--- src/include/ring_cfg.svh ---
// Ring interconnect configuration

`ifndef RING_CFG_SVH
`define RING_CFG_SVH

// ==================================================
// ring population
// ==================================================
`define RING_NUM_TILES      3   // stops on the loop
`define RING_CORE0_ID       1
`define RING_CORE1_ID       2
`define RING_MEM_ID         3

// ==================================================
// queues and storage
// ==================================================
`define RING_INJ_CREDITS    4   // core cmd queue depth, host credits
`define RING_MEM_FIFO_DEPTH 2   // kept tiny so requests recirculate
`define RING_MEM_WORDS      64

`endif
--- src/hdl/tile_pkg.sv ---
// Tile internal types

`include "ring_cfg.svh"

package tile_pkg;

    // index into the mem tile word array
    typedef logic [$clog2(`RING_MEM_WORDS)-1:0] tMemIndex;

    typedef logic [2:0] tQueuePtr;     // rd / wr pointers, wrap at depth
    typedef logic [2:0] tCreditCount;  // occupancy, 0..depth inclusive

    // mem tile controller
    typedef enum logic [1:0] {
        IDLE,    // waiting on request fifo
        ACCESS,  // array read or write
        SEND     // response offered to ring stop
    } tMemState;

endpackage

--- src/hdl/ring_pkg.sv ---
// Ring message format

package ring_pkg;

    // ==================================================
    // opcodes carried in every slot
    // ==================================================
    typedef enum logic [1:0] {
        READ      = 2'b00,  // core -> mem
        WRITE     = 2'b01,  // core -> mem
        READ_RSP  = 2'b10,  // mem -> core, stored word
        WRITE_RSP = 2'b11   // mem -> core, echo of write
    } tOpcode;

    // ==================================================
    // message fields
    // ==================================================
    typedef logic [3:0]  tTileId;   // Dest / Src on the ring
    typedef logic [15:0] tAddress;  // word address
    typedef logic [31:0] tData;     // one data word

endpackage

--- src/hdl/ring_top.sv ---
// Ring interconnect top level

`include "ring_cfg.svh"

module ringTop (
    input  logic              QClk,
    input  logic              RstQnnnH,
    // ==================================================
    // core 0 host ports
    // ==================================================
    input  logic              Cmd0Valid,
    input  ring_pkg::tOpcode  Cmd0Opcode,
    input  ring_pkg::tAddress Cmd0Address,
    input  ring_pkg::tData    Cmd0Data,
    output logic              Cmd0Credit,
    output logic              Rsp0Valid,
    output ring_pkg::tOpcode  Rsp0Opcode,
    output ring_pkg::tAddress Rsp0Address,
    output ring_pkg::tData    Rsp0Data,
    // ==================================================
    // core 1 host ports
    // ==================================================
    input  logic              Cmd1Valid,
    input  ring_pkg::tOpcode  Cmd1Opcode,
    input  ring_pkg::tAddress Cmd1Address,
    input  ring_pkg::tData    Cmd1Data,
    output logic              Cmd1Credit,
    output logic              Rsp1Valid,
    output ring_pkg::tOpcode  Rsp1Opcode,
    output ring_pkg::tAddress Rsp1Address,
    output ring_pkg::tData    Rsp1Data
);

    // slot k feeds tile k, tile k drives slot k+1, mem wraps to slot 0
    logic              ringValid   [`RING_NUM_TILES];
    ring_pkg::tTileId  ringDest    [`RING_NUM_TILES];
    ring_pkg::tTileId  ringSrc     [`RING_NUM_TILES];
    ring_pkg::tOpcode  ringOpcode  [`RING_NUM_TILES];
    ring_pkg::tAddress ringAddress [`RING_NUM_TILES];
    ring_pkg::tData    ringData    [`RING_NUM_TILES];

    coreTile #(.TileId(`RING_CORE0_ID)) uCore0 (
        .QClk(QClk), .RstQnnnH(RstQnnnH),
        .CmdValid(Cmd0Valid), .CmdOpcode(Cmd0Opcode), .CmdAddress(Cmd0Address),
        .CmdData(Cmd0Data), .CmdCredit(Cmd0Credit),
        .RspValid(Rsp0Valid), .RspOpcode(Rsp0Opcode), .RspAddress(Rsp0Address),
        .RspData(Rsp0Data),
        .InValid(ringValid[0]), .InDest(ringDest[0]), .InSrc(ringSrc[0]),
        .InOpcode(ringOpcode[0]), .InAddress(ringAddress[0]), .InData(ringData[0]),
        .OutValid(ringValid[1]), .OutDest(ringDest[1]), .OutSrc(ringSrc[1]),
        .OutOpcode(ringOpcode[1]), .OutAddress(ringAddress[1]), .OutData(ringData[1])
    );

    coreTile #(.TileId(`RING_CORE1_ID)) uCore1 (
        .QClk(QClk), .RstQnnnH(RstQnnnH),
        .CmdValid(Cmd1Valid), .CmdOpcode(Cmd1Opcode), .CmdAddress(Cmd1Address),
        .CmdData(Cmd1Data), .CmdCredit(Cmd1Credit),
        .RspValid(Rsp1Valid), .RspOpcode(Rsp1Opcode), .RspAddress(Rsp1Address),
        .RspData(Rsp1Data),
        .InValid(ringValid[1]), .InDest(ringDest[1]), .InSrc(ringSrc[1]),
        .InOpcode(ringOpcode[1]), .InAddress(ringAddress[1]), .InData(ringData[1]),
        .OutValid(ringValid[2]), .OutDest(ringDest[2]), .OutSrc(ringSrc[2]),
        .OutOpcode(ringOpcode[2]), .OutAddress(ringAddress[2]), .OutData(ringData[2])
    );

    // last stop, closes the loop
    memTile #(.TileId(`RING_MEM_ID)) uMem (
        .QClk(QClk), .RstQnnnH(RstQnnnH),
        .InValid(ringValid[2]), .InDest(ringDest[2]), .InSrc(ringSrc[2]),
        .InOpcode(ringOpcode[2]), .InAddress(ringAddress[2]), .InData(ringData[2]),
        .OutValid(ringValid[0]), .OutDest(ringDest[0]), .OutSrc(ringSrc[0]),
        .OutOpcode(ringOpcode[0]), .OutAddress(ringAddress[0]), .OutData(ringData[0])
    );

endmodule

--- src/hdl/mem_tile.sv ---
// Memory tile

`include "ring_cfg.svh"

module memTile #(
    parameter ring_pkg::tTileId TileId = 4'd3
) (
    input  logic              QClk,
    input  logic              RstQnnnH,
    input  logic              InValid,
    input  ring_pkg::tTileId  InDest,
    input  ring_pkg::tTileId  InSrc,
    input  ring_pkg::tOpcode  InOpcode,
    input  ring_pkg::tAddress InAddress,
    input  ring_pkg::tData    InData,
    output logic              OutValid,
    output ring_pkg::tTileId  OutDest,
    output ring_pkg::tTileId  OutSrc,
    output ring_pkg::tOpcode  OutOpcode,
    output ring_pkg::tAddress OutAddress,
    output ring_pkg::tData    OutData
);

    localparam int IdxW = $clog2(`RING_MEM_FIFO_DEPTH);

    // request fifo
    ring_pkg::tTileId  fSrc     [`RING_MEM_FIFO_DEPTH];
    ring_pkg::tOpcode  fOpcode  [`RING_MEM_FIFO_DEPTH];
    ring_pkg::tAddress fAddress [`RING_MEM_FIFO_DEPTH];
    ring_pkg::tData    fData    [`RING_MEM_FIFO_DEPTH];
    tile_pkg::tQueuePtr    wrPtr, rdPtr;
    tile_pkg::tCreditCount fCount;

    ring_pkg::tData    mem [`RING_MEM_WORDS];
    tile_pkg::tMemState state;

    // request being served
    ring_pkg::tTileId  curSrc;
    ring_pkg::tOpcode  curOpcode, rspOpcode;
    ring_pkg::tAddress curAddress;
    ring_pkg::tData    curData, rspData;

    logic              dlvValid, dlvReady, injTaken;
    logic              push, pop;
    ring_pkg::tTileId  dlvSrc;
    ring_pkg::tOpcode  dlvOpcode;
    ring_pkg::tAddress dlvAddress;
    ring_pkg::tData    dlvData;

    // in SEND a full fifo still accepts, the delivered slot carries our
    // response out and the SM pops in the same cycle
    assign dlvReady = (fCount != tile_pkg::tCreditCount'(`RING_MEM_FIFO_DEPTH)) ||
                      (state == tile_pkg::SEND);
    assign push = dlvValid && dlvReady;
    assign pop  = (fCount != '0) &&
                  ((state == tile_pkg::IDLE) || (state == tile_pkg::SEND && injTaken));

    // ==================================================
    // fifo control and memory controller
    // ==================================================
    always_ff @(posedge QClk or posedge RstQnnnH) begin
        if (RstQnnnH) begin
            wrPtr  <= '0;
            rdPtr  <= '0;
            fCount <= '0;
            state  <= tile_pkg::IDLE;
            for (int i = 0; i < `RING_MEM_WORDS; i++) mem[i] <= '0;
        end else begin
            if (push) wrPtr <= (wrPtr == tile_pkg::tQueuePtr'(`RING_MEM_FIFO_DEPTH - 1)) ?
                               '0 : wrPtr + 1'b1;
            if (pop)  rdPtr <= (rdPtr == tile_pkg::tQueuePtr'(`RING_MEM_FIFO_DEPTH - 1)) ?
                               '0 : rdPtr + 1'b1;
            if (push && !pop) fCount <= fCount + 1'b1;
            else if (!push && pop) fCount <= fCount - 1'b1;
            case (state)
                tile_pkg::IDLE:   if (pop) state <= tile_pkg::ACCESS;
                tile_pkg::ACCESS: begin
                    if (curOpcode == ring_pkg::WRITE)
                        mem[tile_pkg::tMemIndex'(curAddress)] <= curData;
                    state <= tile_pkg::SEND;
                end
                tile_pkg::SEND:   if (injTaken) state <= pop ? tile_pkg::ACCESS : tile_pkg::IDLE;
                default:          state <= tile_pkg::IDLE;
            endcase
        end
    end

    always_ff @(posedge QClk) begin
        if (push) begin
            fSrc[wrPtr[IdxW-1:0]]     <= dlvSrc;
            fOpcode[wrPtr[IdxW-1:0]]  <= dlvOpcode;
            fAddress[wrPtr[IdxW-1:0]] <= dlvAddress;
            fData[wrPtr[IdxW-1:0]]    <= dlvData;
        end
        if (pop) begin  // load fifo head
            curSrc     <= fSrc[rdPtr[IdxW-1:0]];
            curOpcode  <= fOpcode[rdPtr[IdxW-1:0]];
            curAddress <= fAddress[rdPtr[IdxW-1:0]];
            curData    <= fData[rdPtr[IdxW-1:0]];
        end
        if (state == tile_pkg::ACCESS) begin  // response ready next cycle
            if (curOpcode == ring_pkg::WRITE) begin
                rspOpcode <= ring_pkg::WRITE_RSP;
                rspData   <= curData;
            end else begin
                rspOpcode <= ring_pkg::READ_RSP;
                rspData   <= mem[tile_pkg::tMemIndex'(curAddress)];
            end
        end
    end

    ringStop #(.TileId(TileId)) uStop (
        .QClk(QClk), .RstQnnnH(RstQnnnH),
        .InValid(InValid), .InDest(InDest), .InSrc(InSrc),
        .InOpcode(InOpcode), .InAddress(InAddress), .InData(InData),
        .OutValid(OutValid), .OutDest(OutDest), .OutSrc(OutSrc),
        .OutOpcode(OutOpcode), .OutAddress(OutAddress), .OutData(OutData),
        .DeliverValid(dlvValid), .DeliverSrc(dlvSrc), .DeliverOpcode(dlvOpcode),
        .DeliverAddress(dlvAddress), .DeliverData(dlvData), .DeliverReady(dlvReady),
        .InjectValid(state == tile_pkg::SEND),
        .InjectDest(curSrc),  // back to the requester
        .InjectOpcode(rspOpcode), .InjectAddress(curAddress), .InjectData(rspData),
        .InjectTaken(injTaken)
    );

endmodule

--- src/hdl/core_tile.sv ---
// Core tile with credited command port

`include "ring_cfg.svh"

module coreTile #(
    parameter ring_pkg::tTileId TileId = 4'd1
) (
    input  logic              QClk,
    input  logic              RstQnnnH,
    // host command port
    input  logic              CmdValid,
    input  ring_pkg::tOpcode  CmdOpcode,   // READ or WRITE only
    input  ring_pkg::tAddress CmdAddress,
    input  ring_pkg::tData    CmdData,
    output logic              CmdCredit,   // one pulse per credit back
    // host response port, always accepted
    output logic              RspValid,
    output ring_pkg::tOpcode  RspOpcode,
    output ring_pkg::tAddress RspAddress,
    output ring_pkg::tData    RspData,
    // ring side
    input  logic              InValid,
    input  ring_pkg::tTileId  InDest,
    input  ring_pkg::tTileId  InSrc,
    input  ring_pkg::tOpcode  InOpcode,
    input  ring_pkg::tAddress InAddress,
    input  ring_pkg::tData    InData,
    output logic              OutValid,
    output ring_pkg::tTileId  OutDest,
    output ring_pkg::tTileId  OutSrc,
    output ring_pkg::tOpcode  OutOpcode,
    output ring_pkg::tAddress OutAddress,
    output ring_pkg::tData    OutData
);

    localparam int IdxW = $clog2(`RING_INJ_CREDITS);

    // command queue storage
    ring_pkg::tOpcode  qOpcode  [`RING_INJ_CREDITS];
    ring_pkg::tAddress qAddress [`RING_INJ_CREDITS];
    ring_pkg::tData    qData    [`RING_INJ_CREDITS];

    tile_pkg::tQueuePtr    wrPtr;
    tile_pkg::tQueuePtr    rdPtr;
    tile_pkg::tCreditCount qCount;

    logic              injTaken;
    logic              dlvValid;
    ring_pkg::tOpcode  dlvOpcode;
    ring_pkg::tAddress dlvAddress;
    ring_pkg::tData    dlvData;

    // ==================================================
    // command queue, credits keep it from overflowing
    // ==================================================
    always_ff @(posedge QClk or posedge RstQnnnH) begin
        if (RstQnnnH) begin
            wrPtr     <= '0;
            rdPtr     <= '0;
            qCount    <= '0;
            CmdCredit <= 1'b0;
        end else begin
            CmdCredit <= injTaken;  // pop returns the credit
            if (CmdValid) begin
                wrPtr <= (wrPtr == tile_pkg::tQueuePtr'(`RING_INJ_CREDITS - 1)) ?
                         '0 : wrPtr + 1'b1;
            end
            if (injTaken) begin
                rdPtr <= (rdPtr == tile_pkg::tQueuePtr'(`RING_INJ_CREDITS - 1)) ?
                         '0 : rdPtr + 1'b1;
            end
            if (CmdValid && !injTaken) qCount <= qCount + 1'b1;
            else if (!CmdValid && injTaken) qCount <= qCount - 1'b1;
        end
    end

    always_ff @(posedge QClk) begin
        if (CmdValid) begin
            qOpcode[wrPtr[IdxW-1:0]]  <= CmdOpcode;
            qAddress[wrPtr[IdxW-1:0]] <= CmdAddress;
            qData[wrPtr[IdxW-1:0]]    <= CmdData;
        end
    end

    // ==================================================
    // response path, registered to host
    // ==================================================
    always_ff @(posedge QClk or posedge RstQnnnH) begin
        if (RstQnnnH) RspValid <= 1'b0;
        else          RspValid <= dlvValid;
    end

    always_ff @(posedge QClk) begin
        if (dlvValid) begin
            RspOpcode  <= dlvOpcode;
            RspAddress <= dlvAddress;
            RspData    <= dlvData;
        end
    end

    ringStop #(.TileId(TileId)) uStop (
        .QClk(QClk), .RstQnnnH(RstQnnnH),
        .InValid(InValid), .InDest(InDest), .InSrc(InSrc),
        .InOpcode(InOpcode), .InAddress(InAddress), .InData(InData),
        .OutValid(OutValid), .OutDest(OutDest), .OutSrc(OutSrc),
        .OutOpcode(OutOpcode), .OutAddress(OutAddress), .OutData(OutData),
        .DeliverValid(dlvValid), .DeliverSrc(), .DeliverOpcode(dlvOpcode),
        .DeliverAddress(dlvAddress), .DeliverData(dlvData),
        .DeliverReady(1'b1),                                  // responses always sink here
        .InjectValid(qCount != '0),                           // head of queue
        .InjectDest(ring_pkg::tTileId'(`RING_MEM_ID)),
        .InjectOpcode(qOpcode[rdPtr[IdxW-1:0]]),
        .InjectAddress(qAddress[rdPtr[IdxW-1:0]]),
        .InjectData(qData[rdPtr[IdxW-1:0]]),
        .InjectTaken(injTaken)
    );

endmodule

--- src/hdl/ring_stop.sv ---
// Registered ring stop

module ringStop #(
    parameter ring_pkg::tTileId TileId = 4'd1
) (
    input  logic              QClk,
    input  logic              RstQnnnH,
    // ==================================================
    // ring in, from previous stop
    // ==================================================
    input  logic              InValid,
    input  ring_pkg::tTileId  InDest,
    input  ring_pkg::tTileId  InSrc,
    input  ring_pkg::tOpcode  InOpcode,
    input  ring_pkg::tAddress InAddress,
    input  ring_pkg::tData    InData,
    // ring out, registered hop to next stop
    output logic              OutValid,
    output ring_pkg::tTileId  OutDest,
    output ring_pkg::tTileId  OutSrc,
    output ring_pkg::tOpcode  OutOpcode,
    output ring_pkg::tAddress OutAddress,
    output ring_pkg::tData    OutData,
    // ==================================================
    // tile side
    // ==================================================
    output logic              DeliverValid,  // slot addressed to this tile
    output ring_pkg::tTileId  DeliverSrc,
    output ring_pkg::tOpcode  DeliverOpcode,
    output ring_pkg::tAddress DeliverAddress,
    output ring_pkg::tData    DeliverData,
    input  logic              DeliverReady,  // tile sinks it this cycle
    input  logic              InjectValid,
    input  ring_pkg::tTileId  InjectDest,
    input  ring_pkg::tOpcode  InjectOpcode,
    input  ring_pkg::tAddress InjectAddress,
    input  ring_pkg::tData    InjectData,
    output logic              InjectTaken    // local msg won the slot
);

    logic forMe;      // incoming slot is ours
    logic delivered;  // and the tile takes it
    logic passThru;   // slot keeps travelling
    logic slotFree;   // nothing passing, inject allowed

    assign forMe     = InValid && (InDest == TileId);
    assign delivered = forMe && DeliverReady;
    assign passThru  = InValid && !delivered;  // refused msgs go round again
    assign slotFree  = !passThru;

    // offer straight from the incoming slot
    assign DeliverValid   = forMe;
    assign DeliverSrc     = InSrc;
    assign DeliverOpcode  = InOpcode;
    assign DeliverAddress = InAddress;
    assign DeliverData    = InData;

    // passing traffic always wins
    assign InjectTaken = InjectValid && slotFree;

    // ==================================================
    // outgoing slot
    // ==================================================
    always_ff @(posedge QClk or posedge RstQnnnH) begin
        if (RstQnnnH) begin
            OutValid <= 1'b0;
        end else begin
            OutValid <= passThru || InjectTaken;
        end
    end

    always_ff @(posedge QClk) begin
        if (passThru) begin
            OutDest    <= InDest;    // forward unchanged
            OutSrc     <= InSrc;
            OutOpcode  <= InOpcode;
            OutAddress <= InAddress;
            OutData    <= InData;
        end else if (InjectTaken) begin
            OutDest    <= InjectDest;
            OutSrc     <= TileId;    // stamp sender
            OutOpcode  <= InjectOpcode;
            OutAddress <= InjectAddress;
            OutData    <= InjectData;
        end
    end

endmodule

--- config.mk ---
export PLATFORM = sky130hd
export DESIGN_NAME = ringTop
export DESIGN_NICKNAME = d
export VERILOG_FILES = /design/src/hdl/tile_pkg.sv /design/src/hdl/ring_pkg.sv /design/src/hdl/ring_top.sv /design/src/hdl/mem_tile.sv /design/src/hdl/core_tile.sv /design/src/hdl/ring_stop.sv
export VERILOG_INCLUDE_DIRS = /design/src /design/src/include
export SDC_FILE = /design/constraint.sdc
export NUM_CORES = 2
export LEC_CHECK = 0
export BUFFER_PORTS_ARGS = -buffer_cell sky130_fd_sc_hd__buf_2
export CORE_MARGIN = 2
export CORE_UTILIZATION = 28
export DETAILED_ROUTE_END_ITERATION = 7
export GPL_TIMING_DRIVEN = 1
export PLACE_DENSITY_LB_ADDON = 0.05
export SETUP_SLACK_MARGIN = 0.15
export SYNTH_ARGS = -nofsm -noshare
export SYNTH_HDL_FRONTEND = slang
export SYNTH_SLANG_ARGS = --single-unit
--- constraint.sdc ---
create_clock -name QClk -period 66.6 [get_ports QClk]
set_clock_uncertainty 0.1 [all_clocks]
set_input_delay 13.32 -clock QClk [delete_from_list [all_inputs] [get_ports QClk]]
set_output_delay 13.32 -clock QClk [all_outputs]
set_load 0.01 [all_outputs]
# Word-level counts from Yosys, hierarchy flattened
# Memory sizes are Yosys's and may differ from the RTL's. A register that Yosys moved wholly into a read port is not among the register bits.
# Index checks and enable logic that the tools add are counted.
# totals
register_bits	2392
memories	10
ramBits	508
output_inout_bits	104
in_bits	104
wordCells	251
# classes
bitwise	1
n_addsub	12
mux	60
n_lt_le_gt_ge	2
reduce_logical	47
eq_ne	15
# mem_list
name	words	width	read_ports	rd_clocked_by_memory_dff	write_ports	line_no	source
uCore0.qData	4	32	1	0	1	core_tile.sv:41	ring_pkg::tData qData [`RING_INJ_CREDITS];
uCore1.qData	4	32	1	0	1	core_tile.sv:41	
uCore0.qAddress	4	16	1	0	1	core_tile.sv:40	ring_pkg::tAddress qAddress [`RING_INJ_CREDITS];
uCore1.qAddress	4	16	1	0	1	core_tile.sv:40	
uMem.fData	2	32	1	1	1	mem_tile.sv:30	ring_pkg::tData fData [`RING_MEM_FIFO_DEPTH];
uMem.fAddress	2	16	1	1	1	mem_tile.sv:29	ring_pkg::tAddress fAddress [`RING_MEM_FIFO_DEPTH];
4 more memories	-	-	-	-	-	-	
# ops
operator	n
2048-bit bitwise mux	1
32-bit 2-to-1 mux	10
32-bit binary-select mux with 6-bit select	1
32-bit demux with 6-bit select	1
16-bit 2-to-1 mux	6
4-bit 2-to-1 mux	12
3-bit 2-to-1 mux	12
3-bit by 1-bit adder with 3-bit output (second input constant)	9
1-bit logical AND	19
2-bit 2-to-1 mux	8
3-bit by 2-bit == test with 1-bit output (second input constant)	4
2-bit nonzero test	6
1-bit logical NOT	11
3-bit nonzero test	3
3-bit by 1-bit subtractor with 3-bit output (second input constant)	3
4-bit by 2-bit == test with 1-bit output (second input constant)	2
1-bit 2-to-1 mux	8
7-bit greater-or-equal comparator (second input constant)	1
7-bit by 1-bit < comparator with 1-bit output (second input constant)	1
6-bit inverter with 7-bit output	1
3-bit by 1-bit == test with 1-bit output (second input constant)	2
2-bit case mux with 3 select lines	1
1-bit logical OR	5
2-bit by 1-bit == test with 1-bit output (second input constant)	2
other kinds (6)	8

# Depth between registers and ports, before layout
# logic_depth
depth_word	13
depth_mapped	12
mapped_depth_nobuf	11

# Cells and area by module
# From an unflattened synthesis, not the netlist that was laid out.
# unflattened
cells_unflattened	8233
hier_area_um2	128236.7
# by_module_without_submodules
mod	instances	seq_area_each_um2	cells_each	area_per_inst_um2
memTile	1	57279.9	6950	100596.5
coreTile	2	7782.5	358	9317.7
ringStop (uCore0.uStop)	1	1766.7	189	3159.3
ringStop (uMem.uStop)	1	1766.7	189	2925.3
ringStop (uCore1.uStop)	1	1766.7	189	2920.3

# Least setup slack after synthesis
# Ideal clock, no wire load.
# synth_path
path_kind	input-to-reg
start	input port Cmd0Valid
end	memory uCore0.qAddress[3][0] (netlist name) (enable)
setup_ns	0.413
path_stages	1
path_slack_ns	51.556
required_time_ns	66.087
arrival_ns	14.531
path_buffers	0
path_cell_list	and2_1
# synth_between
elab_chain_cells	2
# synth_lines
item	line_no	source
from (decl)	ring_top.sv:11	input logic Cmd0Valid,
1-bit 2-to-1 mux	core_tile.sv:78	if (CmdValid) begin
1-bit 2-to-1 mux (implied by the code)	core_tile.sv:80	qAddress[wrPtr[IdxW-1:0]] <= CmdAddress;
to (decl)	core_tile.sv:40	
# No other way between the ends.

==> results.tsv <==
metric	value	unit
WS Path Type	in2async	
Synth area leader	dfrtp_1	
clock-pin slew of the registers on the worst-case setup and hold paths	0.06	ns
H-tree levels	5	
Setup crit end	uMem.mem[247]	
Post-CTS Resized	0	
register area share after synthesis	61.86	%
Final WS setup	47.92	ns
classification of the worst-slack hold path	reg2reg	
Netlist cell types	75	
Worst slew margin	0.1451	%
Synth Flop Type	dfrtp_1	
Final Hold Vio Count	0	
Crit. End Element	asynchronous set/reset pin	
nets@finish	8458	
status	complete, but fails checks	
Synth Net Count	8379	
synth-to-layout area growth	15.28	%
largest net degree at the start of global routing	170	
hpwl dp	302.1	mm
worst reg2reg setup slack	59.69	ns
IO Pins	208	
clock root buffer	clkbuf_16	
vias	75531	
actual slew at the worst max-slew pin	1.482	ns
floorplan row count	246	
Initial Util	28.13	%
Via-to-Cell Ratio	5.171	
# clock sinks	2949	
WHS	0.3648	ns
violations in the final reports	max-capacitance violations	
Num CTS Buffers	360	
number of global-route vias before repair	79227	
Critical Path Start	RstQnnnH	
Post-synth ARST share	70.53	%
Post-Syn Area	126300	sq um
peak supply drop	0.02433	mV
GRT overflow	0	
maximum clock path buffer count	4	
RR Startpoint	uMem.curAddress[2]	
final instance area	145600	sq um
CP Launch Type	input port	
layout cells sized above 1	42.69	%
first-pass GRT wire length	697.4	mm
CTS tree	yes	
Warnings, synthesis	0	
die width	675.7	um
DR DRC count	0	
die footprint	456500	sq um
Area after DPL	134000	sq um
Leak	65.08	nW
Final Cycle Share	28.05	%
Max Clk Rate	53.52	MHz
post-route antenna net violation count	0	
PwrDens	47.41	nW/um^2
post-synth top area share	41.21	%
Seq cells post-synth	2949	
die height	675.7	um
final core occ	32.43	%
commonest non-fill, non-tap cell in the layout	mux2_2	
R2R depth	9	
Post-Syn Area per Cell	15.29	sq um
gpl congestion	0.7800	
setup slack after placement	46.72	ns
Syn Inst Count	8259	
Clk Latency, worst-skew pair	0.96	ns
min cycle time layout	18.68	ns
synth top area cells	dfrtp_1 (41%), edfxtp_1 (21%), mux2_2 (20%)	
Worst Path Required	67.45	ns
critical path arrival	19.53	ns
max-cap viol count	1	
DR WL/cell	34.85	um
number of enable flip-flop cells after synthesis	869	
starting DRC count in detailed routing	5374	
Final Setup Violations	0	
Hold-fix buffers, CTS	0	
DRT Pass-1 Iters	5	
port bufs	207	
core area	449100	sq um
most frequent cells in the layout	mux2_2 (2259), dfrtp_1 (2075), edfxtp_1 (869), nand2_1 (524), clkbuf_16 (367)	
RSZ-0062 raised after global routing	false	
WL final	509.1	mm
Setup TNS	0	ns
CP Max Fanout	77	
initial antenna violation count	78	
R2R Path End	uMem.rspData[24]	
Slew Limit Fails	0	
post-CTS setup buffer count	0	
Tot GR Track Use	22.04	%
cells by family after synthesis:
| logic type | Yosys count | share of synthesized area, % |
|---|---|---|
| mux | 2738 | 26.75 |
| simple gates | 867 | 2.920 |
| buf+inv | 790 | 2.963 |
| fa+ha+maj | 16 | 0.1763 |
| compound gates | 888 | 5.256 |
| xor+xnor | 11 | 0.07627 |
| flops | 2949 | 61.86 |
power by group:
| group | internal, W | switching, W |
|---|---|---|
| Sequential | 0.00239 | 0.000273 |
| Clock | 0.00114 | 0.000810 |
| Combinational | 0.000696 | 0.00160 |
final cells by class:
class | count | area (sq um)
flip-flops and latches | 2949 | 78160
repair buffers | 486 | 3306
inverters | 21 | 97.59
multi-input cells | 4520 | 45010
clock buffers | 515 | 10300
fillers | 43570 | 303500
diodes | 34 | 85.08
well taps | 5952 | 7447
clock inverters | 130 | 1212
routing by layer:
layer,GRT usage [%],share of wire (%),wire length (um)
met5,0,0.058,296
met4,6.449,3.1,15890
met3,3.086,4.3,22030
met2,36.16,47,240300
met1,30.25,45,230600
synthesized netlist by cell type (13+ instances only):
master,number
o22ai_1,98
a221oi_1,258
buf_4,44
mux2_2,2259
a221o_1,25
a22o_1,39
nand2b_1,20
nor2_1,140
buf_6,28
nand2_1,575
buf_1,29
and3_1,13
o22a_1,13
edfxtp_1,869
mux4_2,280
nand3_1,26
mux2_1,38
and2_1,26
inv_1,18
a21oi_1,90
o21ai_0,97
mux2i_1,161
o211ai_1,17
a22oi_1,141
buf_2,321
dfrtp_1,2080
o32a_1,17
a31oi_1,26
ha_1,13
clkbuf_1,347
through the flow:
| step | total power (W) | instances |
|---|---|---|
| after floorplan | 0.003852 | 8259 |
| after global placement | 0.004997 | 13928 |
| after detailed placement | 0.005022 | 13928 |
| after CTS | 0.007012 | 14573 |
| after global routing | 0.007203 | 14578 |
| final | 0.006903 | 14607 |
registers in the layout, indices dropped and copies added (netlist names), 64 cells and up:
signal	cells
uMem.mem	2048
uCore0.qData	128
uCore1.qData	128
uCore0.qAddress	64
uCore1.qAddress	64
uMem.fData	64
critical path, cell delays in order:
cell and delay, ns:
buf_2 0.11, clkinvlp_4 0.05, buf_4 0.76, buf_4 0.74, buf_4 0.78, buf_4 0.74, buf_4 0.90, buf_4 0.87
buf_4 0.84
worst min-delay path by stage:
stage,startpoint,end,cells after the start
2_1_floorplan,uMem.uStop.OutAddress[0],uCore0.RspAddress[0],0
3_3_place_gp,uCore1.uStop.OutData[21],uMem.fData[0][21],0
3_5_place_dp,uCore1.uStop.OutSrc[1],uMem.fSrc[0][1],0
4_1_cts,uCore1.uStop.OutAddress[9],uMem.fAddress[0][9],0
5_1_grt,uCore1.uStop.OutData[17],uMem.fData[0][17],0
6_report,uCore1.uStop.OutData[17],uMem.fData[1][17],0
No activity file was read; power rests on OpenSTA's default activity.
